===== config.mk =====
export PLATFORM = sky130hd
export DESIGN_NAME = ks_loop_filter
export DESIGN_NICKNAME = d
export VERILOG_FILES = /design/src/ks_consts.svh /design/src/ks_cmd_pkg.sv /design/src/ks_sample_pkg.sv /design/src/ks_loop_filter.sv
export SDC_FILE = /design/constraint.sdc
export NUM_CORES = 1
export LEC_CHECK = 0
export BUFFER_PORTS_ARGS = -buffer_cell sky130_fd_sc_hd__buf_4
export CAP_MARGIN = 20
export CORE_ASPECT_RATIO = 1.25
export CORE_MARGIN = 2
export CORE_UTILIZATION = 25
export CTS_BUF_LIST = sky130_fd_sc_hd__clkbuf_4
export CTS_CLUSTER_DIAMETER = 50
export DETAILED_ROUTE_END_ITERATION = 10
export GPL_TIMING_DRIVEN = 0
export PLACE_DENSITY = 0.41
export SETUP_SLACK_MARGIN = 0.5
export SYNTH_ARGS = -nofsm -noshare
export SYNTH_HDL_FRONTEND = slang
export SYNTH_SLANG_ARGS = --single-unit

===== constraint.sdc =====
create_clock -name clk -period 3.7 [get_ports clk]
set_input_delay 1.11 -clock clk [delete_from_list [all_inputs] [get_ports clk]]
set_output_delay 1.11 -clock clk [all_outputs]
set_load 0.05 [all_outputs]

===== src/ks_consts.svh =====
`ifndef KS_CONSTS_SVH
`define KS_CONSTS_SVH

// delay line storage, one word per sample slot
`define KS_DEPTH 1024

// legal loop lengths, the pitch is the tick rate divided by the length
`define KS_MIN_LENGTH 4
`define KS_MAX_LENGTH 1023

// active and pending length after reset
`define KS_DEFAULT_LENGTH 100

// noise generator start value, must not be zero or the LFSR locks up
`define KS_NOISE_SEED 16'hACE1

// feedback mask for the right-shifting Galois LFSR
`define KS_NOISE_TAPS 16'hB400

`endif


===== src/ks_cmd_pkg.sv =====
package ks_cmd_pkg;

	// command opcodes as they arrive on cmd_op
	typedef enum logic [1:0]
	{
		OP_NOP        = 2'd0,
		OP_PLUCK      = 2'd1,
		OP_SET_LENGTH = 2'd2,
		OP_MUTE       = 2'd3
	} ks_op_t;

	// voice state, this decides what goes back into the delay line
	typedef enum logic [1:0]
	{
		ST_IDLE   = 2'd0, // silent, zeros are written back
		ST_EXCITE = 2'd1, // noise burst fills the loop
		ST_RING   = 2'd2  // averaged samples decay in the loop
	} voice_state_t;

endpackage


===== src/ks_sample_pkg.sv =====
package ks_sample_pkg;

	// one audio sample in two's complement
	typedef logic signed [15:0] sample_t;

	// loop length and delay line address share this width
	typedef logic [9:0] len_t;

endpackage


===== src/ks_loop_filter.sv =====
`timescale 1ns/1ps

module ks_loop_filter (
	input  logic                       clk,
	input  logic                       trig_reset,
	input  logic                       restart,
	input  ks_cmd_pkg::voice_state_t   voice_state,
	input  ks_sample_pkg::sample_t     noise,
	input  ks_sample_pkg::sample_t     tap,
	input  logic                       tap_valid,
	output ks_sample_pkg::sample_t     wr_data,
	output logic                       wr_en,
	output ks_sample_pkg::sample_t     sample_out,
	output logic                       sample_valid
);
	import ks_cmd_pkg::*;
	import ks_sample_pkg::*;

	voice_state_t       state_q;  // state as it was at the tick
	sample_t            prev_tap;
	logic signed [16:0] pair_sum; // one extra bit so the sum cannot overflow
	sample_t            average;
	sample_t            chosen;

	assign pair_sum = tap + prev_tap;
	assign average  = pair_sum[16:1]; // arithmetic halving of the signed sum

	always_comb
	begin
		case (state_q)
			ST_EXCITE: chosen = noise;
			ST_RING:   chosen = average;
			default:   chosen = '0; // idle writes silence
		endcase
	end

	always_ff @(posedge clk)
	begin
		if (trig_reset)
		begin
			state_q      <= ST_IDLE;
			prev_tap     <= '0;
			sample_valid <= 1'b0;
		end
		else
		begin
			state_q      <= voice_state;
			sample_valid <= tap_valid;

			if (restart)
				prev_tap <= '0;
			else if (tap_valid)
				prev_tap <= tap;
		end
	end

	always_ff @(posedge clk)
	begin
		if (tap_valid)
			sample_out <= chosen;
	end

	// the output sample is exactly what goes back into the loop
	assign wr_data = sample_out;
	assign wr_en   = sample_valid;

endmodule


=== Word-level counts from Yosys, hierarchy flattened ===
Cells that the tools add are included.

* Add/sub/neg operators: 1
* Multiply operators: 0
* Div/mod/pow operators: 0
* $lt $le $gt $ge: 0
* Equal/unequal tests: 2
* Shifts and indexed selects: 0
* Mux-type cells: 1
* Bitwise operators: 0
* Reduce and logical (&&, ||, !) cells: 1

{| class="wikitable"
|+ Operator list
! operator !! count
|-
| 16-bit case mux with 2 select lines || 1
|-
| 16-bit by 16-bit adder with 17-bit output || 1
|-
| 2-bit by 1-bit == test with 1-bit output, second input constant || 1
|-
| 2-bit == test, second input constant || 1
|-
| 2-bit OR reduction || 1
|}

* Flip-flop bits (word level): 35
* Latch bits: 0
* Bits in writable memories: 0
* Memory bits (read-only): 0
* Bits of input ports: 38
* Output and inout bits: 34
* Logic and storage cells: 9
* Memories kept: 0

=== Logic depth before layout (Yosys ltp) ===
* Depth in word-level cells: 2
* Gate-level depth with buffers: 8
* Mapped depth without buffers: 7

=== Worst setup path after synthesis ===
No wires, ideal clock.

* Kind: in2reg
* Start: input tap[11]
* End: register sample_out[13], data pin
* Library setup time: 135 ps
* Arrival time: 2711 ps
* Required time: 3565 ps
* Path slack: 854 ps
* Cell stages on the path: 7
* Buffers on the path: 1
* Path through: ha_1 > buf_6 > a21o_1 > a211o_1 > or3_1 > or3_1 > nand3_1

* Word-level cells in the longest chain between the ends: 2

{| class="wikitable"
|+ RTL lines
! what !! RTL line !! RTL
|-
| start: declaration || ks_loop_filter.sv:9 || <nowiki>input ks_sample_pkg::sample_t tap,</nowiki>
|-
| 16-bit by 16-bit adder with 17-bit output || ks_loop_filter.sv:25 || <nowiki>assign pair_sum = tap + prev_tap;</nowiki>
|-
| 16-bit case mux with 2 select lines || ks_loop_filter.sv:30 || <nowiki>case (state_q)</nowiki>
|-
| via chosen[13] || ks_loop_filter.sv:23 || <nowiki>sample_t chosen;</nowiki>
|-
| end signal: assignment || ks_loop_filter.sv:60 || <nowiki>sample_out <= chosen;</nowiki>
|-
| end: declaration || ks_loop_filter.sv:13 || <nowiki>output ks_sample_pkg::sample_t sample_out,</nowiki>
|}

The timed path passes the listed nets, and every way through them passes these cells.
A chain may end at the register's enable or synchronous reset.

=== Worst setup path after layout ===
* Start: input tap[2]
* End: register sample_out[11], data pin

The elaborated chain is that of the path after synthesis.

==> metrics.cfg <==
[status]
outcome=completed

[timing]
fmax_mhz=361
setup_tns_ns=0
setup_viol=0
finalHoldViolCount=0
tightest_slew_ns=0.582
slew_headroom_pct=61.2
layout_min_cycle_time_ns=2.77
finClkSkew_ns=0.0109
period_share_pct=74.8
final-max-slew-violation-count=0
holdWs_ns=0.509
rsz0062_at_grt=false

[floorplanning]
core_area_um2=9130
dieArea_um2=10200
fp.dieH_um=112
num_rows=39
initial_core_util_pct=25.7
die_w_um=90.6
ioPinCount=72

[grt]
antenna_found_initial=0
grt_usage_pct=11.9
grt_max_degree=18
grt_pass1_wl_mm=9.77
grt_pass1_vias=1979
gr-total-overflow=0

[pwr]
p_per_area_nw_per_um2=305
power.leakage_nw=1.39
pwr-share-comb_pct=31.7
pwr-share-seq_pct=46.1
finalPower_uw=939
peakVddDrop_v=0.0000880
clock_power_share_pct=22.1
p_int_uw=621
p_sw_uw=318
swShare_pct=33.9

[worst_setup_path]
crit_chain=buf_4, ha_1, nor2b_1, o31ai_2, a21oi_1, or3_1, a32o_1
slowest_delay_ns=0.36
path_delay_family=compound AO/OA/AOI/OAI gates
worstPathBufferInverterCount=1
cp_max_fo=5
cp-end-kind=flip-flop
critical_path_class=input pin to flip-flop
cp.arrival_ns=2.88
cpMaxStageDelayCell=o31ai_2
crit_path_start_kind=input pin
worstPathRequired_ns=3.81

[hold_path]
hp-class=flip-flop to flip-flop

[logic_synthesis]
synthTopCellsByArea=edfxtp_1 21%, dfxtp_1 16%, ha_1 9.1%
syn-cell-area_um2=2340
yosysTopAreaCell=edfxtp_1
synth-seq-cells=35
yosys_warnings=0
ys.flop_type=dfxtp_1
synth_most_common_cell=nor2_1
syn_nets=314
synth_cell_types=42
synth.top_cell.area_share_pct=20.5
ys_seq_area_share_pct=36.7
syn_inst=258
async_flop_share_pct=0
synthTopCellsByCount=27 x nor2_1, 23 x nand2_1, 20 x mux2i_1
synth-edff-count=16
syn_area_per_cell_um2=9.08

[route]
ant_nets=0
wl_mm=5.96
drc=0
vias_per_cell=4.37
firstDrtPassIters=4
vias=2011
post_drt_wl_per_cell_um=13.0
drt_iter0_markers=58

[clock_tree]
post_cts_buffers=0
postCtsResizedCells=0
clockBufferDepth=2
cts_tree=built
cts_hold_buf=0
insertion_delay_ns=0.34
numCtsBuffers=5
path_clk_slew_ns=0.11
cts-root-buf=clkbuf_4
clock-sinks=35
cts_max_level=2

[cells_and_area]
drive_above_1_share_pct=30.0
fin_area_um2=3080
area_growth_pct=31.6
fin_nets=392
antenna_cells=0
final-instance-count-excl-fill=460

[placement]
routabilityCongestion=0.789
numPortBuffers=71
place_inst=452
hpwl_mm=4.84
dpl_cell_area_um2=3030

[run]
cap_violations=0

[power by group through the flow]
stage,sequential [mW],combinational [mW],clock (mW)
finish,0.433,0.298,0.208
global route,0.436,0.323,0.237
CTS,0.434,0.301,0.223
detailed placement,0.443,0.300,0
global placement,0.442,0.301,0
floorplan,0.483,0.158,0
[per-stage QoR]
stage	setup WS, ns	util [%]
global route	0.820	33.8
detailed placement	0.552	33.2
CTS	0.928	33.8
finish	0.934	33.8
floorplan	0.854	-
global placement	0.556	33.2
[registers in the layout, indices dropped and copies added (netlist names)]
register      cells
state_q           2
sample_out       16
prev_tap         16
sample_valid      1
[path summary, 6_finish.rpt]
path / startpoint / endpoint / slack (ns) / cells past startpoint
max: tap[2] / sample_out[11] / 0.93 / 7
min: prev_tap[13] / prev_tap[13] / 0.51 / 2
max reg2reg: prev_tap[2] / sample_out[11] / 1.51 / 6
min reg2reg: prev_tap[13] / prev_tap[13] / 0.51 / 2
[cell families after synthesis]
group / share of synthesized area (%)
AOI/OAI and AO/OA: 17.6
DFF: 36.7
buffers and inverters: 8.54
and+or+nand+nor: 16.8
muxes: 8.54
adders and majority gates: 9.93
xor gates and xnor gates: 1.87
[worst min-delay path, delay by kind of cell (launching register included)]
kind,cells,cell delay (ns)
flops,1,0.34
simple gates,1,0.07
mux,1,0.07
[placed cells by master, fill, tap and decap left out, types with 4 or more instances in the layout]
cell type	count
a21oi_1	14
a22oi_1	4
a32o_1	4
buf_4	88
clkbuf_1	5
clkbuf_4	6
dfxtp_1	19
edfxtp_1	16
ha_1	17
inv_1	10
mux2i_1	20
nand2_1	23
nand3_1	6
nor2_1	27
nor2b_1	7
nor3_1	5
o21ai_0	18
or3_1	6
[cell type report]
cell class / count / area, µm²
sequential: 35 / 861
fill: 966 / 6040
buffer: 24 / 163
inverter: 10 / 37.5
timing repair buffer: 71 / 533
tap: 123 / 154
multi-input combinational: 189 / 1280
clock inverter: 2 / 7.51
clock buffer: 6 / 45.0
[per-layer routing]
layer / up-vias / global-route usage, % / wire [µm]
li1: 1068 / - / -
met1: 893 / 15.7 / 2860
met2: 43 / 19.9 / 2830
met3: 7 / 2.08 / 194
met4: 0 / 4.00 / 83
met5: - / 0 / 0
No activity file was read; power rests on OpenSTA's default activity.
