## src/ks_consts.svh

```systemverilog
`ifndef KS_CONSTS_SVH
`define KS_CONSTS_SVH

// delay line storage, one word per sample slot
`define KS_DEPTH 1024

// legal loop lengths, the pitch is the tick rate divided by the length
`define KS_MIN_LENGTH 4
`define KS_MAX_LENGTH 1023

// active and pending length after reset
`define KS_DEFAULT_LENGTH 100

// noise generator start value, must not be zero or the LFSR locks up
`define KS_NOISE_SEED 16'hACE1

// feedback mask for the right-shifting Galois LFSR
`define KS_NOISE_TAPS 16'hB400

`endif

```

## src/ks_cmd_pkg.sv

```systemverilog
package ks_cmd_pkg;

	// command opcodes as they arrive on cmd_op
	typedef enum logic [1:0]
	{
		OP_NOP        = 2'd0,
		OP_PLUCK      = 2'd1,
		OP_SET_LENGTH = 2'd2,
		OP_MUTE       = 2'd3
	} ks_op_t;

	// voice state, this decides what goes back into the delay line
	typedef enum logic [1:0]
	{
		ST_IDLE   = 2'd0, // silent, zeros are written back
		ST_EXCITE = 2'd1, // noise burst fills the loop
		ST_RING   = 2'd2  // averaged samples decay in the loop
	} voice_state_t;

endpackage

```

## src/ks_sample_pkg.sv

```systemverilog
package ks_sample_pkg;

	// one audio sample in two's complement
	typedef logic signed [15:0] sample_t;

	// loop length and delay line address share this width
	typedef logic [9:0] len_t;

endpackage

```

## src/ks_noise_source.sv

```systemverilog
`timescale 1ns/1ps

`include "ks_consts.svh"

module ks_noise_source (
	input  logic                       clk,
	input  logic                       trig_reset,
	input  logic                       sample_tick,
	input  ks_cmd_pkg::voice_state_t   voice_state,
	output ks_sample_pkg::sample_t     noise
);
	import ks_cmd_pkg::*;

	logic [15:0] lfsr;
	logic [15:0] lfsr_next;
	logic        step;

	assign step = sample_tick && (voice_state == ST_EXCITE); // only excitation ticks use noise

	// shift right and fold the taps in when a one falls out
	assign lfsr_next = lfsr[0] ? ((lfsr >> 1) ^ `KS_NOISE_TAPS) : (lfsr >> 1);

	always_ff @(posedge clk)
	begin
		if (trig_reset)
			lfsr <= `KS_NOISE_SEED;
		else if (step)
			lfsr <= lfsr_next; // the sequence carries on across plucks
	end

	// the word handed out is the one from before the step
	always_ff @(posedge clk)
	begin
		if (step)
			noise <= $signed(lfsr);
	end

endmodule

```

## config.mk

```make
export PLATFORM = sky130hd
export DESIGN_NAME = ks_noise_source
export DESIGN_NICKNAME = d
export VERILOG_FILES = /design/src/ks_cmd_pkg.sv /design/src/ks_sample_pkg.sv /design/src/ks_noise_source.sv
export VERILOG_INCLUDE_DIRS = /design/src
export SDC_FILE = /design/constraint.sdc
export NUM_CORES = 1
export LEC_CHECK = 0
export ABC_AREA = 1
export ABC_CLOCK_PERIOD_IN_PS = 900
export BUFFER_PORTS_ARGS = -buffer_cell sky130_fd_sc_hd__buf_2
export CAP_MARGIN = 0
export CORE_ASPECT_RATIO = 1.5
export CORE_MARGIN = 10
export CORE_UTILIZATION = 56
export CTS_BUF_LIST = sky130_fd_sc_hd__clkbuf_2
export DETAILED_ROUTE_END_ITERATION = 10
export PLACE_DENSITY = 0.85
export SETUP_SLACK_MARGIN = 0.02
export SLEW_MARGIN = 15
export SYNTH_ARGS = -nofsm -noshare
export SYNTH_HDL_FRONTEND = slang
export SYNTH_SLANG_ARGS = --single-unit
```

## constraint.sdc

```tcl
create_clock -name clk -period 0.9 [get_ports clk]
set_input_delay 0 -clock clk [delete_from_list [all_inputs] [get_ports clk]]
set_output_delay 0 -clock clk [all_outputs]
set_load 0.01 [all_outputs]
```

After elaboration in Yosys (flattened, before gate mapping). Index checks and enable logic that the tools add are counted. W data, S select, Z words.

Add/sub/neg operators: 0. $mul: 0. Div/mod/pow operators: 0. $lt $le $gt $ge: 0. Equality and inequality tests: 1. Shift operators: 0. Multiplexer cells: 1. Bitwise logic cells: 1. Reductions and logical operators: 1.

Operators with widths (number): $mux W16 (1); $not A3 Y4 (1); $eq A2 B1 Y1 const B (1); $logic_and A1 B1 Y1 (1).

Register bits: 32. Latch bits: 0. RAM bits: 0. Memory bits (read-only): 0. Input bits: 5. Output and inout bits: 16. Logic and storage cells: 6. Memories kept: 0.

Longest topological paths before layout. Gate-level depths: netlist of run 1.

Depth after elaboration: 2. Depth in mapped cells: 6. Gate-level depth less buffers: 6.

Least setup slack after synthesis of run 1. Ideal clock, no wire load.

Path type: register to register. Start point: reg lfsr[0]. End point: reg lfsr[12]. Library setup time: 0.062 ns. Arrival: 0.705 ns. Required time: 0.838 ns. Setup slack: 0.133 ns. Stages on the path, launching flop included: 7. Path buffers: 0. Period minus slack after synthesis: 0.767 ns. Path through: dfxtp_1 -> inv_1 -> nand2_1 -> nand2_1 -> nand2_1 -> nand2_1 -> nor2_2.

Longest elaborated chain between the ends: 1.

Ends and longest elaborated chain: start: declaration (line ks_noise_source.sv:14) `logic [15:0] lfsr;`; start signal: assignment (line ks_noise_source.sv:26) `` lfsr <= `KS_NOISE_SEED; ``; start signal: assignment (line ks_noise_source.sv:28) `lfsr <= lfsr_next;`; $mux W16 (line ks_noise_source.sv:21) `` assign lfsr_next = lfsr[0] ? ((lfsr >> 1) ^ `KS_NOISE_TAPS) : (lfsr >> 1); ``.

No other way between the ends. A chain may end at the register's enable or synchronous reset.

Final worst setup path of run 1.
Start point: reg noise[1]. End point: out noise[1].

RTL lines: start: declaration (line ks_noise_source.sv:10) `output ks_sample_pkg::sample_t noise`; start signal: assignment (line ks_noise_source.sv:35) `noise <= $signed(lfsr);`.

No word-level cell between the ends.

==> out/summary.txt, run 1 <==
Worst Hold End: lfsr[15]
Fin. Hold Viols: 0
Most instantiated cells after synthesis: nand2_1, dfxtp_1, edfxtp_1, nor2_1, inv_1
Post-DP HPWL: 1.29 mm
DRT Pass-1 Iters: 4
Fillcell total: 166
Area Overhead vs Synth: 16.3%
Reg clk slew, reported paths: 0.16 ns
Fin. max-slew vios: 0
Post-synth EDFFs: 16
Site Rows: 20
Via count: 783
Die height: 75.8 µm
Largest cells by area after synthesis: edfxtp_1, dfxtp_1, nand2_1, nor2_1, nand3_1
Yosys cell types: 11
CP cell instances: buf_2
Proportion of layout cells with a drive suffix above 1: 25.7%
Req. time, crit path: 0.90 ns
Crit path arrival time: 0.92 ns
Area of the multi-input gates: 287 µm²
Cts bufs inserted: 5
Yosys reg bits: 32
Min-delay src: trig_reset
Worst-skew pair later-pin latency: 0.36 ns
Worst Setup Slack, final: -0.0219 ns
All-Layer GR Usage: 9.76%
Crit path time final: 0.922 ns
Status: finished, violations left
WP buf/inv: 1
RSZ-0062 raised after global routing: true
Dominant synthesized flop cell: edfxtp_1
Slew HR: 84.3%
Cell area after synthesis: 1160 µm²
Root Driver: clkbuf_2
CTS tree: yes
Tightest Hold Check Type: input pin to flip-flop
Nets: 144
Starting DRT DRC Count: 35
Global route total overflow: 0
Total power: 2740 µW
Post-Place Cells: 154
Routed WL: 1.98 mm
Worst-case clock buffer depth: 2
P_leak: 0.000648 µW
Residual DRC count: 0
Pwr dens: 2030 nW/µm²
Vias in the first global route: 732
Max cap viols: 0
Synth warn: 0
R2R depth: 6
Reg area: 806 µm²
Worst path slowest cell: edfxtp_1
Routability Congestion: 0.727
Worst reg2reg endpoint: lfsr[12]
Drt wl/cell: 12.2 µm
Buffers on Ports: 20
Largest net degree at the start of global routing: 27
Io pins: 21
Critical Path Max Stage Delay: 0.41 ns
Post-Syn Nets: 119
Mapped Cells: 114
Final setup viols: 1
Top cell type's share of synthesized area: 41.3%
Setup crit start kind: flip-flop
Utilization of the core after routing: 67.6%
Sink Count: 32
Die area: 4340 µm²
CP Class: flip-flop to output pin
Largest area contributor in the netlist: edfxtp_1
Vias per std cell: 4.83
Chip Width: 57.2 µm
Asr flop ratio synth: 0%
Sequential area share after synthesis: 68.8%
# H-tree levels: 2
Worst vdd ir: 1540 µV
Crit path max-delay family: flip-flops
R2R Setup Slk: 0.10 ns
Setup Fix Bufs, Post-CTS: 0
Most frequent cell after synthesis: nand2_1
Post-route ant nets: 0
Mean post-synth cell area: 10.2 µm²
Hold-critical path depth: 4
Failing checks: negative setup slack
FMAX: 1080 MHz
CORE AREA: 2000 µm²
# diodes: 0
Worst clock skew: 0.0118 ns
Worst r2r src: lfsr[0]
Starting Density: 58.1%
CP Capture Type: output pin
Highest fanout seen on the critical path: 1
Period Utilization, post-route: 102%
Fin Setup TNS: -0.0219 ns
Slew @ Worst Pin: 0.236 ns
Global-route wire length before repair: 3.19 mm
Antenna violations before repair: 0
Non-Filler Instances: 162
Number of hold buffers added after CTS: 0
-- layout make-up --
class | count | area share, %
Timing Repair Buffer | 22 | 9.43
Sequential cell | 32 | 59.5
Tap cell | 22 | 2.03
Multi-Input combinational cell | 67 | 21.2
Clock buffer | 6 | 2.22
Inverter | 11 | 3.05
Clock inverter | 2 | 2.59
-- worst max path at each step --
stage / depth (start not counted) / to / startpoint
after floorplan: 6 / lfsr[12] / lfsr[0]
after global placement: 5 / lfsr[10] / lfsr[0]
after detailed placement: 4 / noise[3] / sample_tick
after CTS: 1 / noise[1] / noise[1]
after global routing: 1 / noise[1] / noise[1]
final: 1 / noise[1] / noise[1]
-- cell usage in the layout, fill, tap and decap left out, drive strengths merged --
cell type  netlist  final
edfxtp          16     16
buf              4     22
inv             11     11
clkbuf           0      6
nand3b           1      1
nand3            9      9
clkinv           0      1
nand2           40     40
bufinv           0      1
nor2            17     17
dfxtp           16     16
-- per-stage QoR --
step / worst slack (ns) / cell area [µm²] / hold slack [ns]
final: -0.0219 / 1350 / 0.0294
after detailed placement: 0.0485 / 1280 / 0.406
after global routing: -0.0922 / 1350 / 0.0155
after CTS: -0.0314 / 1350 / 0.0277
after floorplan: 0.133 / 1160 / 0.211
after global placement: 0.0539 / 1280 / 0.398
-- sequential cells by signal, summed over array words and instances (netlist names) --
name	flops
lfsr	16
noise	16
-- report_power, final --
part           total (µW)  internal (µW)  switching [µW]
clock                 948            479             470
sequential           1620           1590            35.0
combinational         173           67.2             105
total                2740           2130             610
-- worst register-to-register path, cell delays in order, from the launching register on --
cell and delay [ns]:
dfxtp_4 0.39, inv_1 0.09, nand2_1 0.05, nand2_1 0.05
nand2_1 0.05, nand2_1 0.07, nor2_2 0.03
-- layer usage --
metal / global-route usage, % / routed length (µm) / vias to the layer above
met5: 0 / 0 / -
li1: - / - / 404
met4: 4.71 / 36 / 0
met3: 6.00 / 141 / 4
met2: 17.4 / 1050 / 17
met1: 8.40 / 750 / 358
-- cell families after synthesis --
family	after synthesis	share of synthesized area [%]
AND/OR/NAND/NOR	67	24.6
buffers and inverters	15	6.56
flip-flops	32	68.8
-- what timing repair did --
item                       4_1_cts  5_1_grt
setup endpoints to repair       16       19
pin swaps                        0        0
hold endpoints to repair         0        0
resized for setup                0        3
(Power assumes the default switching activity.)
==> run 2: changes to the inputs <==
Settings changed: ABC_AREA 1 to 0, CORE_UTILIZATION 56 to 55, PLACE_DENSITY 0.85 to 0.84.
==> run 2 against run 1 <==
Compared with the run above: the run still ends with negative setup slack left; clock skew grew 0.0059 ns; global-route usage shrank 0.47 points; via count shrank 12%; largest cell class unchanged; area after synthesis shrank 6.1%; hold slack lost 0.0025 ns; die area shrank 3.1%.
==> out/summary.txt, run 2 <==
Residual DRC count: 0 (unchanged)
Worst reg2reg endpoint: lfsr[13]
Global-route wire length before repair: 2.97 mm (-6.7%)
CP cell instances: buf_2
Tightest Hold Check Type: input pin to flip-flop
Worst r2r src: lfsr[14]
Site Rows: 19 (-5.0%)
Largest regs: lfsr (16), noise (16)
Setup Fix Bufs, Post-CTS: 0 (unchanged)
Vias per std cell: 5.23 (+8.3%)
Fin. Hold Viols: 0 (unchanged)
Post-Syn Nets: 91 (-24%)
Global route total overflow: 0 (unchanged)
Largest area contributor in the netlist: edfxtp_1
Drt wl/cell: 13.4 µm (+9.5%)
Antenna violations before repair: 0 (unchanged)
Vias in the first global route: 638 (-13%)
# H-tree levels: 2 (unchanged)
Most instantiated cells after synthesis: dfxtp_1, edfxtp_1, nand2_1, a21oi_1, nor2_1
Top cell type's share of synthesized area: 44.0% (+2.7 points)
Worst vdd ir: 1120 µV (-28%)
Sequential cell fraction of total power: 61.0% (+1.9 points)
Crit path arrival time: 0.90 ns (-0.02 ns)
Worst Hold End: lfsr[1]
Max cap viols: 0 (unchanged)
Dpl ws: 0.0647 ns (+0.0162 ns)
Clk network pwr share: 34.5% (about the same)
Failing checks: negative setup slack
Post-DP HPWL: 1.20 mm (-6.7%)
Most frequent cells in the layout: buf_2, edfxtp_1, nand2_1, dfxtp_1, a21oi_1
Worst-case clock buffer depth: 2 (unchanged)
Yosys cell types: 15 (+4)
Slew @ Worst Pin: 0.340 ns (+0.104 ns)
Reg clk slew, reported paths: 0.16 ns (about the same)
Fillcell total: 145 (-13%)
RSZ-0062 raised after global routing: true
Crit path max-delay family: flip-flops
CORE AREA: 1850 µm² (-7.4%)
Starting Density: 58.9% (+0.78 points)
Synth warn: 0 (unchanged)
Buffers on Ports: 20 (unchanged)
Sink Count: 32 (unchanged)
Post-synth EDFFs: 16 (unchanged)
Hold-critical path depth: 2 (-2)
Critical Path Max Stage Delay: 0.40 ns (about the same)
Most common cell after layout, fill and taps aside: buf_2
DRT Pass-1 Iters: 4 (unchanged)
Dominant synthesized flop cell: edfxtp_1
Crit path time final: 0.902 ns (-0.0195 ns)
Slew HR: 77.3% (-6.9 points)
Setup crit start kind: flip-flop
Number of hold buffers added after CTS: 0 (unchanged)
CP Class: flip-flop to output pin
Power Internal: 2060 µW (-3.3%)
Fin. max-slew vios: 0 (unchanged)
Mean post-synth cell area: 12.7 µm² (+24%)
Chip Width: 56.4 µm (-1.5%)
Worst Setup Slack, final: -0.00240 ns (+0.0195 ns)
Req. time, crit path: 0.90 ns (about the same)
Worst-skew pair later-pin latency: 0.35 ns (about the same)
Asr flop ratio synth: 0% (unchanged)
Largest net degree at the start of global routing: 34 (+26%)
Routability Congestion: 0.703 (-3.3%)
Sequential area share after synthesis: 73.3% (+4.5 points)
Via count: 691 (-12%)
R2R Setup Slk: 0.08 ns (-0.02 ns)
Yosys reg bits: 32 (unchanged)
Net switching power figure: 541 µW (-11%)
Pwr dens: 2040 nW/µm² (+0.88%)
Area Overhead vs Synth: 16.6%
Status: finished, violations left
Hold slack final: 0.0269 ns (-0.00247 ns)
Period Utilization, post-route: 100% (-2.2 points)
Cts bufs inserted: 5 (unchanged)
Routed WL: 1.76 mm (-11%)
Min-delay src: trig_reset
# diodes: 0 (unchanged)
Die height: 74.6 µm (-1.6%)
Starting DRT DRC Count: 9 (-74%)
Worst path slowest cell: edfxtp_1
All-Layer GR Usage: 9.29% (-0.47 points)
Sw Ratio: 20.8% (-1.5 points)
Final setup viols: 1 (unchanged)
Root Driver: clkbuf_2
Die area: 4210 µm² (-3.1%)
Cell area after synthesis: 1090 µm² (-6.1%)
CTS tree: yes
CP Capture Type: output pin
Io pins: 21 (unchanged)
Proportion of layout cells with a drive suffix above 1: 29.7% (+4.0 points)
Worst clock skew: 0.0177 ns (+0.00587 ns)
R2R depth: 3 (-3)
P_leak: 0.000472 µW (-27%)
Nets: 115 (-20%)
Highest fanout seen on the critical path: 1 (unchanged)
Combinational power share: 4.6% (-1.7 points)
Mapped Cells: 86 (-25%)
Post-route ant nets: 0 (unchanged)
FMAX: 1110 MHz (+2.2%)
WP buf/inv: 1 (unchanged)
Largest cells by area after synthesis: edfxtp_1, dfxtp_1, a21oi_1, nand2_1, nor3_1
## run 2: timing repair
action                     in CTS  in global routing
setup endpoints to repair      15                 17
resized for setup               1                  3
pin swaps                       0                  3
hold endpoints to repair        0                  0
## run 2: worst max path at each step
stage | cells past startpoint | start | endpoint
after floorplan | 2 | lfsr[0] | lfsr[12]
after global placement | 5 | voice_state[1] | lfsr[12]
after global routing | 1 | noise[3] | noise[3]
after CTS | 1 | noise[3] | noise[3]
final | 1 | noise[3] | noise[3]
after detailed placement | 2 | lfsr[0] | lfsr[12]
## run 2: cells by family after synthesis
logic type | after synthesis | synth area share, %
AOI/OAI and AO/OA | 14 | 7.56
xor gates and xnor gates | 3 | 2.41
buffers and inverters | 5 | 3.32
DFF | 32 | 73.3
and+or+nand+nor | 32 | 13.4
## run 2: per-layer routing
layer  GRT usage (%)  wire length, µm  vias up
li1                -                -      345
met1            8.70              674      324
met2            14.6              878       18
met3            6.13              167        4
met4            6.43               44        0
met5               0                0        -
## run 2: cell type report
| class | count | area (µm²) | area share (%) |
|---|---|---|---|
| clock buffers | 5 | 25.0 | 1.96 |
| repair buffers | 21 | 108 | 8.45 |
| clock inverters | 3 | 37.5 | 2.95 |
| multi-input cells | 49 | 263 | 20.6 |
| well taps | 21 | 26.3 | 2.06 |
| flip-flops and latches | 32 | 806 | 63.3 |
| inverters | 1 | 8.76 | 0.688 |
## run 2: power groups by stage
stage | Sequential (µW) | Combinational, µW | Clock [µW]
5_1_grt | 1590 | 134 | 980
3_5_place_dp | 1620 | 118 | 0
3_3_place_gp | 1620 | 114 | 0
2_1_floorplan | 1620 | 77.4 | 0
4_1_cts | 1590 | 119 | 912
6_report | 1590 | 119 | 897
## run 2: metrics by stage
stage	instance area, µm²	utilization, %	instances	setup TNS [ns]	power, µW
2_1_floorplan	1090	-	86	0	1700
3_3_place_gp	1200	64.6	124	0	1730
3_5_place_dp	1200	64.6	124	0	1740
4_1_cts	1260	68.1	132	-0.0317	2620
5_1_grt	1270	68.7	132	-0.558	2710
6_report	1270	68.7	132	-0.00240	2600
==> run 3: changes to the inputs <==
Settings changed: MAX_ROUTING_LAYER from default to met4.
==> run 3 against run 2 <==
Compared with the run above: register-to-register slack about the same; clock skew fell by 0.00053 ns; sequential power is essentially flat; sequential share of layout area unchanged; sequential cell count is the same; core utilization unchanged; global-route usage up 0.28 points; hold slack better by 0.0057 ns; the flow still finishes with violations (negative setup slack); combinational power about the same; design area unchanged; count of clock-buffer cells in the layout unchanged.
==> out/summary.txt, run 3 (synthesized netlist as in run 2, its figures left out) <==
Status: finished, violations left
Failing checks: negative setup slack
CP cell instances: buf_2
Starting Density: 58.9% (unchanged)
CP Class: flip-flop to output pin
Vias per std cell: 5.26 (+0.43%)
WP buf/inv: 1 (unchanged)
Root Driver: clkbuf_2
Slew HR: 76.7% (-0.66 points)
Period Utilization, post-route: 100% (+0.18 points)
Buffers on Ports: 20 (unchanged)
Worst-skew pair later-pin latency: 0.35 ns (about the same)
R2R Setup Slk: 0.08 ns (about the same)
Pwr dens: 2040 nW/µm² (about the same)
# diodes: 0 (unchanged)
Hold slack final: 0.0326 ns (+0.00565 ns)
Fillcell total: 145 (unchanged)
Setup crit start kind: flip-flop
Critical Path Stages: 1 (unchanged)
P_leak: 0.000472 µW (unchanged)
Max cap viols: 0 (unchanged)
Residual DRC count: 0 (unchanged)
Final setup viols: 1 (unchanged)
CTS tree: yes
Die area: 4210 µm² (unchanged)
Cts bufs inserted: 5 (unchanged)
Worst-case clock buffer depth: 2 (unchanged)
Largest net degree at the start of global routing: 34 (unchanged)
Dpl ws: 0.0647 ns (unchanged)
Worst clock skew: 0.0172 ns (-0.000528 ns)
Met1 wire length: 686 µm (+1.8%)
Total power: 2600 µW (about the same)
Post-DP HPWL: 1.20 mm (unchanged)
Reg clk slew, reported paths: 0.16 ns (about the same)
Worst vdd ir: 1120 µV (+0.17%)
Highest fanout seen on the critical path: 1 (unchanged)
Crit path time final: 0.904 ns (+0.00159 ns)
Global-route wire length before repair: 2.97 mm (unchanged)
Area Overhead vs Synth: 16.6% (unchanged)
Drt wl/cell: 13.5 µm (+0.74%)
Setup Fix Bufs, Post-CTS: 0 (unchanged)
DRT Pass-1 Iters: 4 (unchanged)
CORE AREA: 1850 µm² (unchanged)
Worst r2r src: lfsr[14]
Slew @ Worst Pin: 0.350 ns (+0.00989 ns)
CP Capture Type: output pin
FMAX: 1110 MHz (-0.18%)
Crit path max-delay family: flip-flops
Die height: 74.6 µm (unchanged)
Top layer in use: met4
Largest regs: lfsr (16), noise (16)
CP endpoint: noise[3]
Metal3 WL: 156 µm (-6.6%)
Routability Congestion: 0.711 (+1.1%)
Area of the multi-input gates: 263 µm² (unchanged)
Crit. Startpoint: noise[3]
R2R depth: 3 (unchanged)
Antenna violations before repair: 0 (unchanged)
# H-tree levels: 2 (unchanged)
Global route total overflow: 0 (unchanged)
Post-Place Cells: 124 (unchanged)
Fin. max-slew vios: 0 (unchanged)
Nets: 115 (unchanged)
All-Layer GR Usage: 9.57% (+0.28 points)
Most common cell after layout, fill and taps aside: buf_2
Routed WL: 1.78 mm (+0.74%)
Io pins: 21 (unchanged)
Chip Width: 56.4 µm (unchanged)
Worst reg2reg endpoint: lfsr[13]
Worst path slowest cell: edfxtp_1
Post-route ant nets: 0 (unchanged)
Critical Path Max Stage Delay: 0.41 ns (about the same)
Detail Route met2 WL: 889 µm (+1.3%)
Number of hold buffers added after CTS: 0 (unchanged)
Starting DRT DRC Count: 10 (+1)
Req. time, crit path: 0.90 ns (about the same)
Proportion of layout cells with a drive suffix above 1: 29.7% (unchanged)
RSZ-0062 raised after global routing: true
Reg area: 806 µm² (unchanged)
Vias in the first global route: 638 (unchanged)
Fin. Hold Viols: 0 (unchanged)
Tightest Hold Check Type: input pin to flip-flop
Worst Setup Slack, final: -0.00399 ns (-0.00159 ns)
Crit path arrival time: 0.90 ns (about the same)
Most frequent cells in the layout: buf_2, edfxtp_1, nand2_1, dfxtp_1, a21oi_1
Site Rows: 19 (unchanged)
Sink Count: 32 (unchanged)
Non-Filler Instances: 132 (unchanged)
Via count: 694 (+0.43%)
run 3: cell counts in the layout (fill, tap and decap cells not counted):
No cell type changed its count.
run 3: power breakdown:
part / total [µW] / leakage (µW) / internal, µW / switching (µW)
combinational: 119 / 0.000165 / 45.4 / 73.7
sequential: 1590 / 0.000268 / 1560 / 24.1
clock: 897 / 0.0000380 / 454 / 443
total: 2600 / 0.000472 / 2060 / 541
run 3: cell type report:
class | instances | share of cell area (%)
Clock buffer | 5 | 1.96
Clock inverter | 3 | 2.95
Inverter | 1 | 0.688
Multi-Input combinational cell | 49 | 20.6
Sequential cell | 32 | 63.3
Tap cell | 21 | 2.06
Timing Repair Buffer | 21 | 8.45
run 3: per-stage QoR:
step	setup TNS (ns)	util, %	cell area (µm²)
after global placement	0	64.6	1200
after CTS	-0.0317	68.1	1260
final	-0.00399	68.7	1270
after detailed placement	0	64.6	1200
after floorplan	0	-	1090
after global routing	-0.557	68.7	1270
run 3: timing repair:
item	CTS	global route
setup endpoints to repair	15	17
gates resized for setup	1	3
pin swaps	0	3
run 3: worst min-delay path by stage:
stage	cells after the start	from	to	slack, ns
floorplan	3	voice_state[0]	lfsr[0]	0.27
global placement	2	trig_reset	lfsr[14]	0.39
detailed placement	2	trig_reset	lfsr[4]	0.40
CTS	2	trig_reset	lfsr[1]	0.02
global route	2	trig_reset	lfsr[8]	0.04
finish	2	trig_reset	lfsr[1]	0.03
run 3: routing by layer:
layer,vias to the layer above,global-route usage (%)
met5,-,-
met4,0,6.43
met3,4,5.45
met2,22,14.6
met1,325,9.10
li1,343,-
