`config.mk`:
```
export PLATFORM = sky130hd
export DESIGN_NAME = ks_cmd_decode
export DESIGN_NICKNAME = d
export VERILOG_FILES = /design/src/ks_cmd_pkg.sv /design/src/ks_sample_pkg.sv /design/src/ks_cmd_decode.sv
export VERILOG_INCLUDE_DIRS = /design/src
export SDC_FILE = /design/constraint.sdc
export NUM_CORES = 1
export LEC_CHECK = 0
export BUFFER_PORTS_ARGS = -buffer_cell sky130_fd_sc_hd__buf_2
export CORE_ASPECT_RATIO = 1.75
export CORE_UTILIZATION = 50
export DETAILED_ROUTE_END_ITERATION = 8
export MAX_ROUTING_LAYER = met4
export PLACE_DENSITY = 0.84
export SLEW_MARGIN = 20
export SYNTH_ARGS = -nofsm -noshare
export SYNTH_HDL_FRONTEND = slang
export SYNTH_SLANG_ARGS = --single-unit
```
`constraint.sdc`:
```
create_clock -name clk -period 5.3 [get_ports clk]
set_input_delay 0.265 -clock clk [delete_from_list [all_inputs] [get_ports clk]]
set_output_delay 0.265 -clock clk [all_outputs]
set_load 0.03 [all_outputs]
```
`src/ks_consts.svh`:
```
`ifndef KS_CONSTS_SVH
`define KS_CONSTS_SVH

// delay line storage, one word per sample slot
`define KS_DEPTH 1024

// legal loop lengths, the pitch is the tick rate divided by the length
`define KS_MIN_LENGTH 4
`define KS_MAX_LENGTH 1023

// active and pending length after reset
`define KS_DEFAULT_LENGTH 100

// noise generator start value, must not be zero or the LFSR locks up
`define KS_NOISE_SEED 16'hACE1

// feedback mask for the right-shifting Galois LFSR
`define KS_NOISE_TAPS 16'hB400

`endif

```
`src/ks_cmd_pkg.sv`:
```
package ks_cmd_pkg;

	// command opcodes as they arrive on cmd_op
	typedef enum logic [1:0]
	{
		OP_NOP        = 2'd0,
		OP_PLUCK      = 2'd1,
		OP_SET_LENGTH = 2'd2,
		OP_MUTE       = 2'd3
	} ks_op_t;

	// voice state, this decides what goes back into the delay line
	typedef enum logic [1:0]
	{
		ST_IDLE   = 2'd0, // silent, zeros are written back
		ST_EXCITE = 2'd1, // noise burst fills the loop
		ST_RING   = 2'd2  // averaged samples decay in the loop
	} voice_state_t;

endpackage

```
`src/ks_sample_pkg.sv`:
```
package ks_sample_pkg;

	// one audio sample in two's complement
	typedef logic signed [15:0] sample_t;

	// loop length and delay line address share this width
	typedef logic [9:0] len_t;

endpackage

```
`src/ks_cmd_decode.sv`:
```
`timescale 1ns/1ps

`include "ks_consts.svh"

module ks_cmd_decode (
	input  logic                       clk,
	input  logic                       trig_reset,
	input  logic                       cmd_valid,
	input  ks_cmd_pkg::ks_op_t         cmd_op,
	input  logic [15:0]                cmd_data,
	input  logic                       sample_tick,
	output ks_cmd_pkg::voice_state_t   voice_state,
	output ks_sample_pkg::len_t        loop_length,
	output logic                       restart
);
	import ks_cmd_pkg::*;
	import ks_sample_pkg::*;

	len_t pending_len; // takes effect at the next pluck
	len_t clamped_len;
	len_t excite_cnt;  // excitation ticks already taken
	logic last_excite;

	// requested length forced into the legal range
	always_comb
	begin
		if (cmd_data < `KS_MIN_LENGTH)
			clamped_len = len_t'(`KS_MIN_LENGTH);
		else if (cmd_data > `KS_MAX_LENGTH)
			clamped_len = len_t'(`KS_MAX_LENGTH);
		else
			clamped_len = cmd_data[9:0];
	end

	assign last_excite = (excite_cnt == loop_length - 10'd1); // burst is one loop long

	always_ff @(posedge clk)
	begin
		if (trig_reset)
		begin
			voice_state <= ST_IDLE;
			loop_length <= len_t'(`KS_DEFAULT_LENGTH);
			pending_len <= len_t'(`KS_DEFAULT_LENGTH);
			excite_cnt  <= '0;
			restart     <= 1'b0;
		end
		else
		begin
			restart <= 1'b0;

			// the tick sees the state before any command in this cycle
			if (sample_tick && voice_state == ST_EXCITE)
			begin
				if (last_excite)
					voice_state <= ST_RING;
				else
					excite_cnt <= excite_cnt + 10'd1;
			end

			// a command overrides whatever the tick did
			if (cmd_valid)
			begin
				case (cmd_op)
					OP_PLUCK:
					begin
						voice_state <= ST_EXCITE;
						loop_length <= pending_len; // pending length becomes active here
						excite_cnt  <= '0;
						restart     <= 1'b1;
					end
					OP_SET_LENGTH:
					begin
						pending_len <= clamped_len;
					end
					OP_MUTE:
					begin
						voice_state <= ST_IDLE;
					end
					default:
					begin
						// a nop leaves every register as it is
					end
				endcase
			end
		end
	end

endmodule

```
# Word-level counts from Yosys, hierarchy flattened
# Cells that the tools add are included.
[classes]
addsub = 2
shifts = 0
n_mux = 11
order_cmp = 2
n_reduce_logical = 4
bitwise_logic = 1
div_mod_pow = 0
multipliers = 0
n_eq_ne = 5
[op_table]
columns = ["cell", "count"]
rows = [
  ["10-bit two-way mux", 6],
  ["16-bit by 10-bit greater-than comparator with 1-bit output (second input constant)", 1],
  ["16-bit by 3-bit < comparator with 1-bit output (second input constant)", 1],
  ["10-bit by 1-bit adder with 10-bit output (second input constant)", 1],
  ["10-bit == test", 1],
  ["10-bit by 1-bit subtractor with 10-bit output (second input constant)", 1],
  ["2-bit two-way mux", 3],
  ["2-bit by 1-bit == test with 1-bit output (second input constant)", 2],
  ["2-bit == test (second input constant)", 2],
  ["2-bit case mux with 2 select lines", 1],
  ["2-bit AND reduction", 2],
  ["2-bit OR reduction", 1],
  ["1-bit logical AND", 1],
  ["1-bit two-way mux", 1],
  ["1-bit NOT", 1],
]
[totals]
word_cells = 30
out_inout_bits = 13
mem_count = 0
mem_bits_rw = 0
input_bits = 22
rom_bits = 0
latch_bits = 0
regBits = 33

# Logic depth before layout (Yosys ltp)
# Gate-level depths: netlist (run 1).
[depth]
ltp_word = 6
ltp_mapped = 10
ltp_nobuf = 9

# Worst setup path after synthesis (run 1)
# OpenSTA, ideal clock, no wires.
[synth_path]
kind = "reg-to-reg"
from = "register loop_length[0]"
to = "register excite_cnt[9]"
setup_ns = 0.072
path_slack_ns = 2.573
stages_incl_launch_ff = 11
arrival_ns = 2.655
path_buffers = 1
synth_period_minus_slack_ns = 2.727
t_required_ns = 5.228
cell_sequence = "dfxtp_1 > inv_1 > ha_1 > nor3b_4 > and2_1 > a2111oi_2 > a211oi_1 > a211o_1 > buf_2 > nor4_2 > mux2i_1"
[synth_between]
elab_chain_cells = 6
[synth_rtl]
columns = ["element", "line_no", "text"]
rows = [
  ["from (decl)", "ks_cmd_decode.sv:13", "output ks_sample_pkg::len_t loop_length,"],
  ["from (signal assigned)", "ks_cmd_decode.sv:42", "loop_length <= len_t'(`KS_DEFAULT_LENGTH);"],
  ["from (signal assigned)", "ks_cmd_decode.sv:67", "loop_length <= pending_len;"],
  ["10-bit by 1-bit subtractor with 10-bit output *", "ks_cmd_decode.sv:35", "assign last_excite = (excite_cnt == loop_length - 10'd1);"],
  ["10-bit == test *", "ks_cmd_decode.sv:35", ""],
  ["10-bit two-way mux *", "ks_cmd_decode.sv:54", "if (last_excite)"],
  ["10-bit two-way mux *", "ks_cmd_decode.sv:52", "if (sample_tick && voice_state == ST_EXCITE)"],
  ["10-bit two-way mux", "ks_cmd_decode.sv:63", "case (cmd_op)"],
  ["10-bit two-way mux *", "ks_cmd_decode.sv:61", "if (cmd_valid)"],
  ["to (signal assigned)", "ks_cmd_decode.sv:57", "excite_cnt <= excite_cnt + 10'd1;"],
  ["to (decl)", "ks_cmd_decode.sv:21", "len_t excite_cnt;"],
]
# Mark *: on every way between the ends. The rest lies on a longest branch, timed or not.
# A chain may end at the register's enable or synchronous reset.

# Worst setup path after layout (run 1)
[layout_path]
from = "register loop_length[0]"
to = "register excite_cnt[7]"
# The elaborated chain is that of the path after synthesis.

==> results of run 1 <==
[cells in the final DEF (no fill, tap or decap), types with 2 or more instances in the layout]
cell type / n
buf_2: 34
dfxtp_1: 33
nand2_1: 26
nor2_1: 21
a21oi_1: 14
o21ai_0: 8
xnor2_1: 8
inv_1: 6
nor3_1: 6
xor2_1: 5
a22o_1: 5
clkbuf_8: 5
or3_1: 4
a211oi_1: 4
or4_1: 4
or2_2: 3
and2_1: 3
nand3_1: 3
nand4_1: 3
mux2i_1: 3
clkinvlp_4: 3
nor4_1: 2
a211o_1: 2
a2111oi_0: 2
o31ai_1: 2
o211ai_1: 2
o22a_1: 2
ha_1: 2
[how the worst max path moves through the flow]
stage                          to  slack [ns]  cells past startpoint
finish              excite_cnt[7]        2.46                      9
global route        excite_cnt[7]        2.17                      9
CTS                 excite_cnt[7]        2.45                      9
detailed placement  excite_cnt[7]        2.48                      9
global placement    excite_cnt[5]        2.57                      9
floorplan           excite_cnt[9]        2.57                     10
[critical path: stages (launching register included)]
cell	delay, ns
dfxtp_1	0.34
inv_1	0.09
ha_1	0.18
nor3b_4	0.27
a2111oi_1	0.13
a2111oi_2	0.41
a211oi_1	0.15
a211o_1	0.49
or4_1	0.55
a21oi_1	0.16
[cell families after synthesis]
logic type	after synthesis	synth area share
compound gates	49	0.207
xor+xnor	13	0.0698
fa+ha+maj	2	0.0153
buf+inv	12	0.0291
flops	33	0.405
mux	3	0.0184
simple gates	82	0.255
[report_power, final]
group	switching, mW	total [mW]	internal [mW]
sequential	0.00351	0.256	0.253
clock	0.0976	0.190	0.0920
combinational	0.0208	0.0345	0.0137
total	0.122	0.480	0.359
[flip-flops by register name (all words and copies together), names as in the netlist]
register and flops:
excite_cnt 10, loop_length 10, pending_len 10, voice_state 2, restart 1
[metal layers]
| layer | wire length [µm] | vias to the layer above | share of wire | global-route usage |
|---|---|---|---|---|
| met5 | 0 | - | 0 | - |
| met4 | 118 | 0 | 0.032 | 0.133 |
| met3 | 122 | 9 | 0.034 | 0.0581 |
| met2 | 2030 | 44 | 0.56 | 0.414 |
| met1 | 1360 | 703 | 0.37 | 0.227 |
| li1 | - | 773 | - | - |
[cell type report]
class,instances,area (µm²)
Clock buffer,5,68.8
Sequential cell,33,661
Tap cell,43,53.8
Multi-Input combinational cell,149,923
Inverter,7,26.3
Timing Repair Buffer,34,170
Clock inverter,3,22.5
Fill cell,296,1220
[per-stage QoR]
step	util	hold slack, ns	setup WS [ns]
global placement	0.584	0.438	2.57
detailed placement	0.584	0.444	2.48
global route	0.613	0.233	2.17
CTS	0.613	0.213	2.45
finish	0.613	0.214	2.46
floorplan	-	0.406	2.57
[cell usage after synthesis, drive strengths merged]
| cell type | n |
|---|---|
| and2 | 3 |
| dfxtp | 33 |
| nand4 | 3 |
| nand2 | 26 |
| nand3b | 1 |
| buf | 2 |
| o311a | 1 |
| mux2i | 3 |
| o211ai | 2 |
| nor2 | 21 |
| a2111oi | 4 |
| o21ai | 9 |
| o311ai | 1 |
| or4 | 4 |
| inv | 6 |
| nor3 | 7 |
| a31oi | 1 |
| xnor2 | 8 |
| o31ai | 2 |
| a211oi | 4 |
| nand3 | 3 |
| o21a | 1 |
| a22o | 5 |
| o22a | 2 |
| or2 | 3 |
| a211o | 2 |
| and3 | 1 |
| clkbuf | 3 |
| o221ai | 1 |
| or3 | 4 |
| a21oi | 14 |
| and4b | 1 |
| nor3b | 1 |
| nor2b | 1 |
| xor2 | 5 |
| ha | 2 |
| clkinv | 1 |
| nor4 | 3 |
==> flow_summary.toml, run 1 <==
[hold_path]
min_path_cells = 3
min_from = "cmd_data[6]"
hold_end = "pending_len[6]"
hold_path.class = "input pin to flip-flop"

[power_and_ir_drop]
ir_worst_vdd_mv = 0.191
total_power_mw = 0.480
p_leak_nw = 0.742
p_per_area_mw_per_mm2 = 250

[placed_design]
port_buffers = 34
post_dp_cell_area_mm2 = 0.00183
dp.cells = 266
place_hpwl_um = 2860
place_congestion = 0.988

[cts]
clk_latency_ns = 0.29
cts_buffer_depth = 2
cts_buffers = 5
cts_tree = "built"
cts-htree-levels = 2
post_cts_buffers = 0
root_buffer = "clkbuf_8"
cts_resized = 0
clk_pin_slew_ns = 0.07
postCtsHoldBufs = 0
cts_sinks = 33

[die]
start_util = 0.519
io_pins = 35
dieArea_mm2 = 0.00350
die_h_um = 77.6
die_w_um = 45.2
core_mm2 = 0.00314
num_rows = 27

[sta]
relSlewSlack = 0.508
rsz0062_at_grt = "no"
fin_crit_sh = 0.537
period_needed_ns = 2.84
maxSlewViolCount = 0
tightest_slew_ns = 0.720
clock_skew_ns = 0.00350
setup_viol = 0
finalHoldViolCount = 0
tns_ns = 0
clock.fmax_mhz = 352

[global_routing]
grt_pass1_wl_um = 5920
grt_start_max_net_pins = 17
antenna_found_initial = 0
overflow = 0
grt_pass1_vias = 1403
grt_use_total = 0.239

[detailed_routing]
routed_wl_um = 3630
ant_nets = 0
vias = 1529
post-route-drc-count = 0
routedWlPerCell_um = 13.3
viasPerCell = 5.58
drt-pass1-iter-count = 4
first_iter_violations = 44

[setup_path]
r2r_end = "excite_cnt[7]"
crit_start = "loop_length[0]"
crit_required_ns = 5.52
cp.arrival_ns = 3.06
r2r-start = "loop_length[0]"
path_class = "flip-flop to flip-flop"
rr_worst_depth = 9
worstSetupEndpointType = "flip-flop"
crit_path_start_kind = "flip-flop"
r2r_setup_slack_ns = 2.46
worstPathMaxFanout = 14

[yosys]
synthTopCellsByArea = "dfxtp_1, nand2_1, nor2_1"
yosysUniqueCellTypes = 43
synth.avg_cell_area_um2 = 8.41
synth_top_area_cell = "dfxtp_1"
synth_seq_area_share = 0.405
synth_top_cell_area_share = 0.405
synth_nets = 218
synth_seq_cells = 33
ys_warn_count = 0
synth_area_mm2 = 0.00163
synthCells = 194

[finish]
final_area_mm2 = 0.00193
final_nets = 254
drive_above_1_share = 0.212
num_antenna_cells = 0
fin_cells = 274
synthToLayoutAreaGrowth_pct = 18.0

[job]
maxCapViolCount = 0

[run_status]
status = "finished clean"
(Power assumes the default switching activity.)
==> inputs of run 2 (changes only) <==
--- a/config.mk
+++ b/config.mk
@@ -6,6 +6,7 @@
 export SDC_FILE = /design/constraint.sdc
 export NUM_CORES = 1
 export LEC_CHECK = 0
+export ABC_AREA = 1
 export BUFFER_PORTS_ARGS = -buffer_cell sky130_fd_sc_hd__buf_2
 export CORE_ASPECT_RATIO = 1.75
 export CORE_UTILIZATION = 50
==> constraint.sdc (replaced) <==
create_clock -name clk -period 2.92 [get_ports clk]
set_input_delay 0.146 -clock clk [delete_from_list [all_inputs] [get_ports clk]]
set_output_delay 0.146 -clock clk [all_outputs]
set_load 0.03 [all_outputs]
==> run 2 against run 1 <==
- via count up 18%
- register-to-register slack got worse by 1.7 ns
- hold slack got worse by 0.098 ns
- count of clock-buffer cells in the layout is the same
- power is 82% higher
- clock skew up 0.00062 ns
==> flow_summary.toml, run 2 <==
[yosys]
synthArstFlopShare = 0
synthAdderAreaFrac = 0.0143
synthCells = 268
synth-simple-area-share = 0.365
synth_nets = 292
synth_area_mm2 = 0.00175
ys_warn_count = 0
synth_seq_area_share = 0.378
synthMuxAreaShare = 0
synth_top_area_cell = "dfxtp_1"
synth.avg_cell_area_um2 = 6.52
synth_common_cells = "nand2_1, inv_1, dfxtp_1"
synthTopCellsByArea = "dfxtp_1, nand2_1, inv_1"
yosysMostFrequentCell = "nand2_1"
synth_edf_count = 0
yosys_most_used_dff = "dfxtp_1"
synth_top_family_by_area = "simple AND/OR/NAND/NOR gates"
synth_top_cell_area_share = 0.378
synth-compound-area-share = 0.130
synth_seq_cells = 33
synth_xor_area_frac = 0.0201
yosysUniqueCellTypes = 27

[sta]
tightest_slew_ns = 0.603
clock.fmax_mhz = 473
period_needed_ns = 2.12
maxSlewViolCount = 0
rsz0062_at_grt = "no"
finalHoldViolCount = 0
relSlewSlack = 0.594
hold_ws_ns = 0.116
setup_viol = 0
fin_crit_sh = 0.725
tns_ns = 0
clock_skew_ns = 0.00413

[finish]
n_fill_cell = 351
final_area_mm2 = 0.00205
num_antenna_cells = 0
mostFrequentLayoutCell = "nand2_1"
multiInputGateArea_um2 = 926
drive_above_1_share = 0.176
top_regs = "excite_cnt x10, loop_length x10, pending_len x10"
regArea_um2 = 661
final_cell_mix = "nand2_1, inv_1, buf_2"
fin_cells = 351
synthToLayoutAreaGrowth_pct = 17.1
final_nets = 329
fin_util = 0.608

[global_routing]
grt_use_total = 0.269
grt_pass1_wl_um = 7080
antenna_found_initial = 0
grt_pass1_vias = 1653
overflow = 0
grt_start_max_net_pins = 13

[power_and_ir_drop]
p_int_mw = 0.651
swShare = 0.255
ir_worst_vdd_mv = 0.360
seq_power_share = 0.535
combPwrFrac = 0.081
p_leak_nw = 0.934
p_per_area_mw_per_mm2 = 427
pwr-share-clk = 0.384
switchingPower_mw = 0.223

[cts]
post_cts_buffers = 0
clk_latency_ns = 0.29
root_buffer = "clkbuf_8"
clk_pin_slew_ns = 0.07
cts_tree = "built"
cts_resized = 0
cts_buffer_depth = 2
cts_buffers = 5
postCtsHoldBufs = 0
cts_sinks = 33
cts-htree-levels = 2

[setup_path]
rr_worst_depth = 11
r2r_setup_slack_ns = 0.80
crit_required_ns = 3.10
crit_start = "loop_length[0]"
path_class = "flip-flop to flip-flop"
worstSetupEndpointType = "flip-flop"
cp.arrival_ns = 2.30
worstPathMaxFanout = 9
r2r_end = "voice_state[0]"
r2r-start = "loop_length[0]"
crit_path_start_kind = "flip-flop"

[die]
core_mm2 = 0.00336
num_rows = 28
die_h_um = 80.2
io_pins = 35
start_util = 0.519
dieArea_mm2 = 0.00374
die_w_um = 46.7

[placed_design]
post_dp_cell_area_mm2 = 0.00196
place_congestion = 0.926
port_buffers = 34
dp.cells = 343
place_hpwl_um = 3340

[run_status]
status = "finished clean"

[detailed_routing]
post-route-drc-count = 0
drt-pass1-iter-count = 4
viasPerCell = 5.16
vias = 1811
routed_wl_um = 4190
routedWlPerCell_um = 11.9
ant_nets = 0
first_iter_violations = 54

[hold_path]
min_path_cells = 3
hold_path.class = "input pin to flip-flop"
hold_end = "pending_len[8]"
min_from = "cmd_data[8]"

[job]
maxCapViolCount = 0
-- run 2: worst max-delay path by stage --
stage / depth (start not counted) / endpoint
4_1_cts: 11 / voice_state[0]
3_5_place_dp: 11 / voice_state[0]
6_report: 11 / voice_state[0]
3_3_place_gp: 11 / voice_state[0]
5_1_grt: 14 / voice_state[0]
2_1_floorplan: 14 / voice_state[0]
-- run 2: logic make-up (layout without fill, tap and decap cells) --
logic type               after synthesis  count (layout)
AO/OA/AOI/OAI                         43              43
XOR/XNOR                               4               4
adder cells (fa/ha/maj)                2               2
buffers and inverters                 42              80
flip-flops                            33              33
AND/OR/NAND/NOR                      144             144
-- run 2: routing by layer --
metal  wire length (µm)  GRT usage  vias to the layer above
met2               2320      0.458                       39
met3                137     0.0517                       15
met1               1560      0.267                      826
met4                159      0.157                        0
met5                  0          -                        -
li1                   -          -                      931
-- run 2: worst max-delay path, stage by stage (launching register included) --
cell	delay, ns
dfxtp_1	0.34
inv_1	0.15
ha_1	0.32
nand3_1	0.14
nor2_1	0.13
xor2_1	0.16
nand2_1	0.08
nor2_2	0.21
nand2_4	0.12
nand2_4	0.11
a21oi_2	0.05
or2_1	0.19
-- run 2: power by group through the flow --
stage                     clock (mW)  sequential, mW  combinational, mW
after floorplan                    0           0.481             0.0371
after global placement             0           0.477             0.0695
after detailed placement           0           0.477             0.0708
after CTS                      0.340           0.467             0.0713
after global routing           0.363           0.468             0.0797
final                          0.335           0.467             0.0711
-- run 2: layout make-up --
type	count	area share
inverters	37	0.0679
flip-flops and latches	33	0.323
clock buffers	5	0.0336
multi-input cells	193	0.453
well taps	45	0.0275
repair buffers	35	0.0869
clock inverters	3	0.00856
-- run 2: stage by stage --
step / setup WS, ns / power (mW)
global route: 0.640 / 0.911
global placement: 0.944 / 0.546
floorplan: 0.774 / 0.518
detailed placement: 0.829 / 0.548
CTS: 0.824 / 0.878
finish: 0.804 / 0.873
==> inputs of run 3 (changes only) <==
--- a/config.mk
+++ b/config.mk
@@ -9,10 +9,10 @@
 export ABC_AREA = 1
 export BUFFER_PORTS_ARGS = -buffer_cell sky130_fd_sc_hd__buf_2
 export CORE_ASPECT_RATIO = 1.75
-export CORE_UTILIZATION = 50
+export CORE_UTILIZATION = 49
 export DETAILED_ROUTE_END_ITERATION = 8
 export MAX_ROUTING_LAYER = met4
-export PLACE_DENSITY = 0.84
+export PLACE_DENSITY = 0.85
 export SLEW_MARGIN = 20
 export SYNTH_ARGS = -nofsm -noshare
 export SYNTH_HDL_FRONTEND = slang
==> constraint.sdc (replaced) <==
create_clock -name clk -period 1.9 [get_ports clk]
set_input_delay 0.095 -clock clk [delete_from_list [all_inputs] [get_ports clk]]
set_output_delay 0.095 -clock clk [all_outputs]
set_load 0.03 [all_outputs]
==> run 3 against run 2 <==
- the flow now finishes with violations (setup timing)
- clock skew rose by 0.0024 ns
- routed wire length rose by 9.9%
- global-route usage rose by 0.11 points
- power rose by 75%
- critical path type unchanged
- critical endpoint unchanged
==> flow_summary.toml, run 3 (synthesized netlist as in run 2, its figures left out) <==
[die]
num_rows = 28
dieArea_mm2 = 0.00382
start_util = 0.514
die_h_um = 81.0
io_pins = 35
core_mm2 = 0.00340
die_w_um = 47.1

[finish]
drive_above_1_share = 0.232
synthToLayoutAreaGrowth_pct = 25.2
final_nets = 338
final_cell_mix = "nand2_1, buf_2, inv_1"
top_regs = "excite_cnt x10, loop_length x10, pending_len x10"
fin_util = 0.644
regArea_um2 = 668
n_fill_cell = 336
mostFrequentLayoutCell = "nand2_1"
num_antenna_cells = 0
multiInputGateArea_um2 = 953

[placed_design]
pre_cts_slack_ns = -0.0660
place_hpwl_um = 3510
port_buffers = 34
place_congestion = 0.933

[cts]
cts_buffers = 5
cts_tree = "built"
clk_pin_slew_ns = 0.07
root_buffer = "clkbuf_8"
clk_latency_ns = 0.29
cts_buffer_depth = 2
cts_sinks = 33
cts-htree-levels = 2
postCtsHoldBufs = 0

[power_and_ir_drop]
p_leak_nw = 0.994
total_power_mw = 1.53
p_per_area_mw_per_mm2 = 699
ir_worst_vdd_mv = 0.738

[sta]
fin_crit_sh = 1.03
finalHoldViolCount = 0
tns_ns = -0.0902
relSlewSlack = 0.500
setup_ws_ns = -0.0476
maxSlewViolCount = 0
clock.fmax_mhz = 513
tightest_slew_ns = 0.743
hold_ws_ns = 0.0728
clock_skew_ns = 0.00649
period_needed_ns = 1.95
rsz0062_at_grt = "yes"
setup_viol = 3

[setup_path]
worstPathMaxFanout = 8
r2r_setup_slack_ns = -0.05
crit_required_ns = 2.08
path_cells = "inv_4 > ha_4 > buf_4 > nand3_1 > nand2_1 > nand3_1 > nand3_1 > nor3_4 > nand2_4 > nand2_4 > a21oi_2 > or2_1"
r2r_end = "voice_state[0]"
crit_start = "loop_length[1]"
r2r-start = "loop_length[1]"
critPathMaxStageDelay_ns = 0.37
path_common_cell = "nand3_1"
crit_path_start_kind = "flip-flop"
cp-endpoint = "voice_state[0]"
worstSetupEndpointType = "flip-flop"
rr_worst_depth = 12
cp_slowest_cell = "dfxtp_4"
path_class = "flip-flop to flip-flop"
cp.arrival_ns = 2.13

[detailed_routing]
post-route-drc-count = 0
drt-pass1-iter-count = 4
routed_wl_um = 4600
viasPerCell = 5.24
vias = 1885
ant_nets = 0
first_iter_violations = 77
routedWlPerCell_um = 12.8

[global_routing]
grt_pass1_vias = 1722
grt_pass1_wl_um = 7080
grt_start_max_net_pins = 13
grt_use_total = 0.270
overflow = 0
antenna_found_initial = 0

[job]
maxCapViolCount = 0

[run_status]
status = "finished, violations left"
violations = "setup timing"

[hold_path]
hold_path.class = "input pin to flip-flop"
[run 3: area by class of cell]
cell class	instances	share of cell area
clock buffer	6	0.0378
clock inverter	2	0.0172
inverter	37	0.0658
multi-input combinational	193	0.436
sequential	33	0.305
tap	45	0.0257
timing repair buffer	44	0.112
[run 3: how the worst min path moves through the flow]
stage / cells past startpoint / startpoint / to / slack, ns
2_1_floorplan: 2 / sample_tick / voice_state[1] / 0.26
3_3_place_gp: 3 / cmd_data[6] / pending_len[6] / 0.37
3_5_place_dp: 3 / cmd_data[6] / pending_len[6] / 0.38
4_1_cts: 3 / cmd_data[6] / pending_len[6] / 0.07
5_1_grt: 2 / trig_reset / pending_len[1] / 0.1
6_report: 2 / trig_reset / pending_len[1] / 0.07
[run 3: routing by layer]
metal	up-vias	wire, µm	GRT usage
li1	953	-	-
met1	855	1620	0.241
met2	61	2630	0.499
met3	16	182	0.0489
met4	0	174	0.143
met5	-	0	-
[run 3: metrics by stage]
stage	cell area (µm²)	std cells
CTS	2140	356
detailed placement	2010	346
finish	2190	360
floorplan	1780	268
global route	2190	360
global placement	2010	346
[run 3: power breakdown]
| group | internal (mW) | total, mW | switching (mW) |
|---|---|---|---|
| logic | 0.0457 | 0.117 | 0.0716 |
| registers | 0.705 | 0.716 | 0.0111 |
| clock network | 0.426 | 0.697 | 0.270 |
[run 3: worst max-delay path, delay by kind of cell, from the launching register on]
family / cells / cell delay, ns
AND/OR/NAND/NOR: 8 / 1.04
flip-flops: 1 / 0.37
buffers and inverters: 2 / 0.18
adder cells (fa/ha/maj): 1 / 0.17
AO/OA/AOI/OAI: 1 / 0.06
[run 3: repair_timing]
item / in CTS / in global routing
cloned: 0 / 0
buffers inserted: 2 / 4
setup endpoints to repair: 2 / 11
gates resized for setup: 0 / 4
pin swaps: 5 / 8
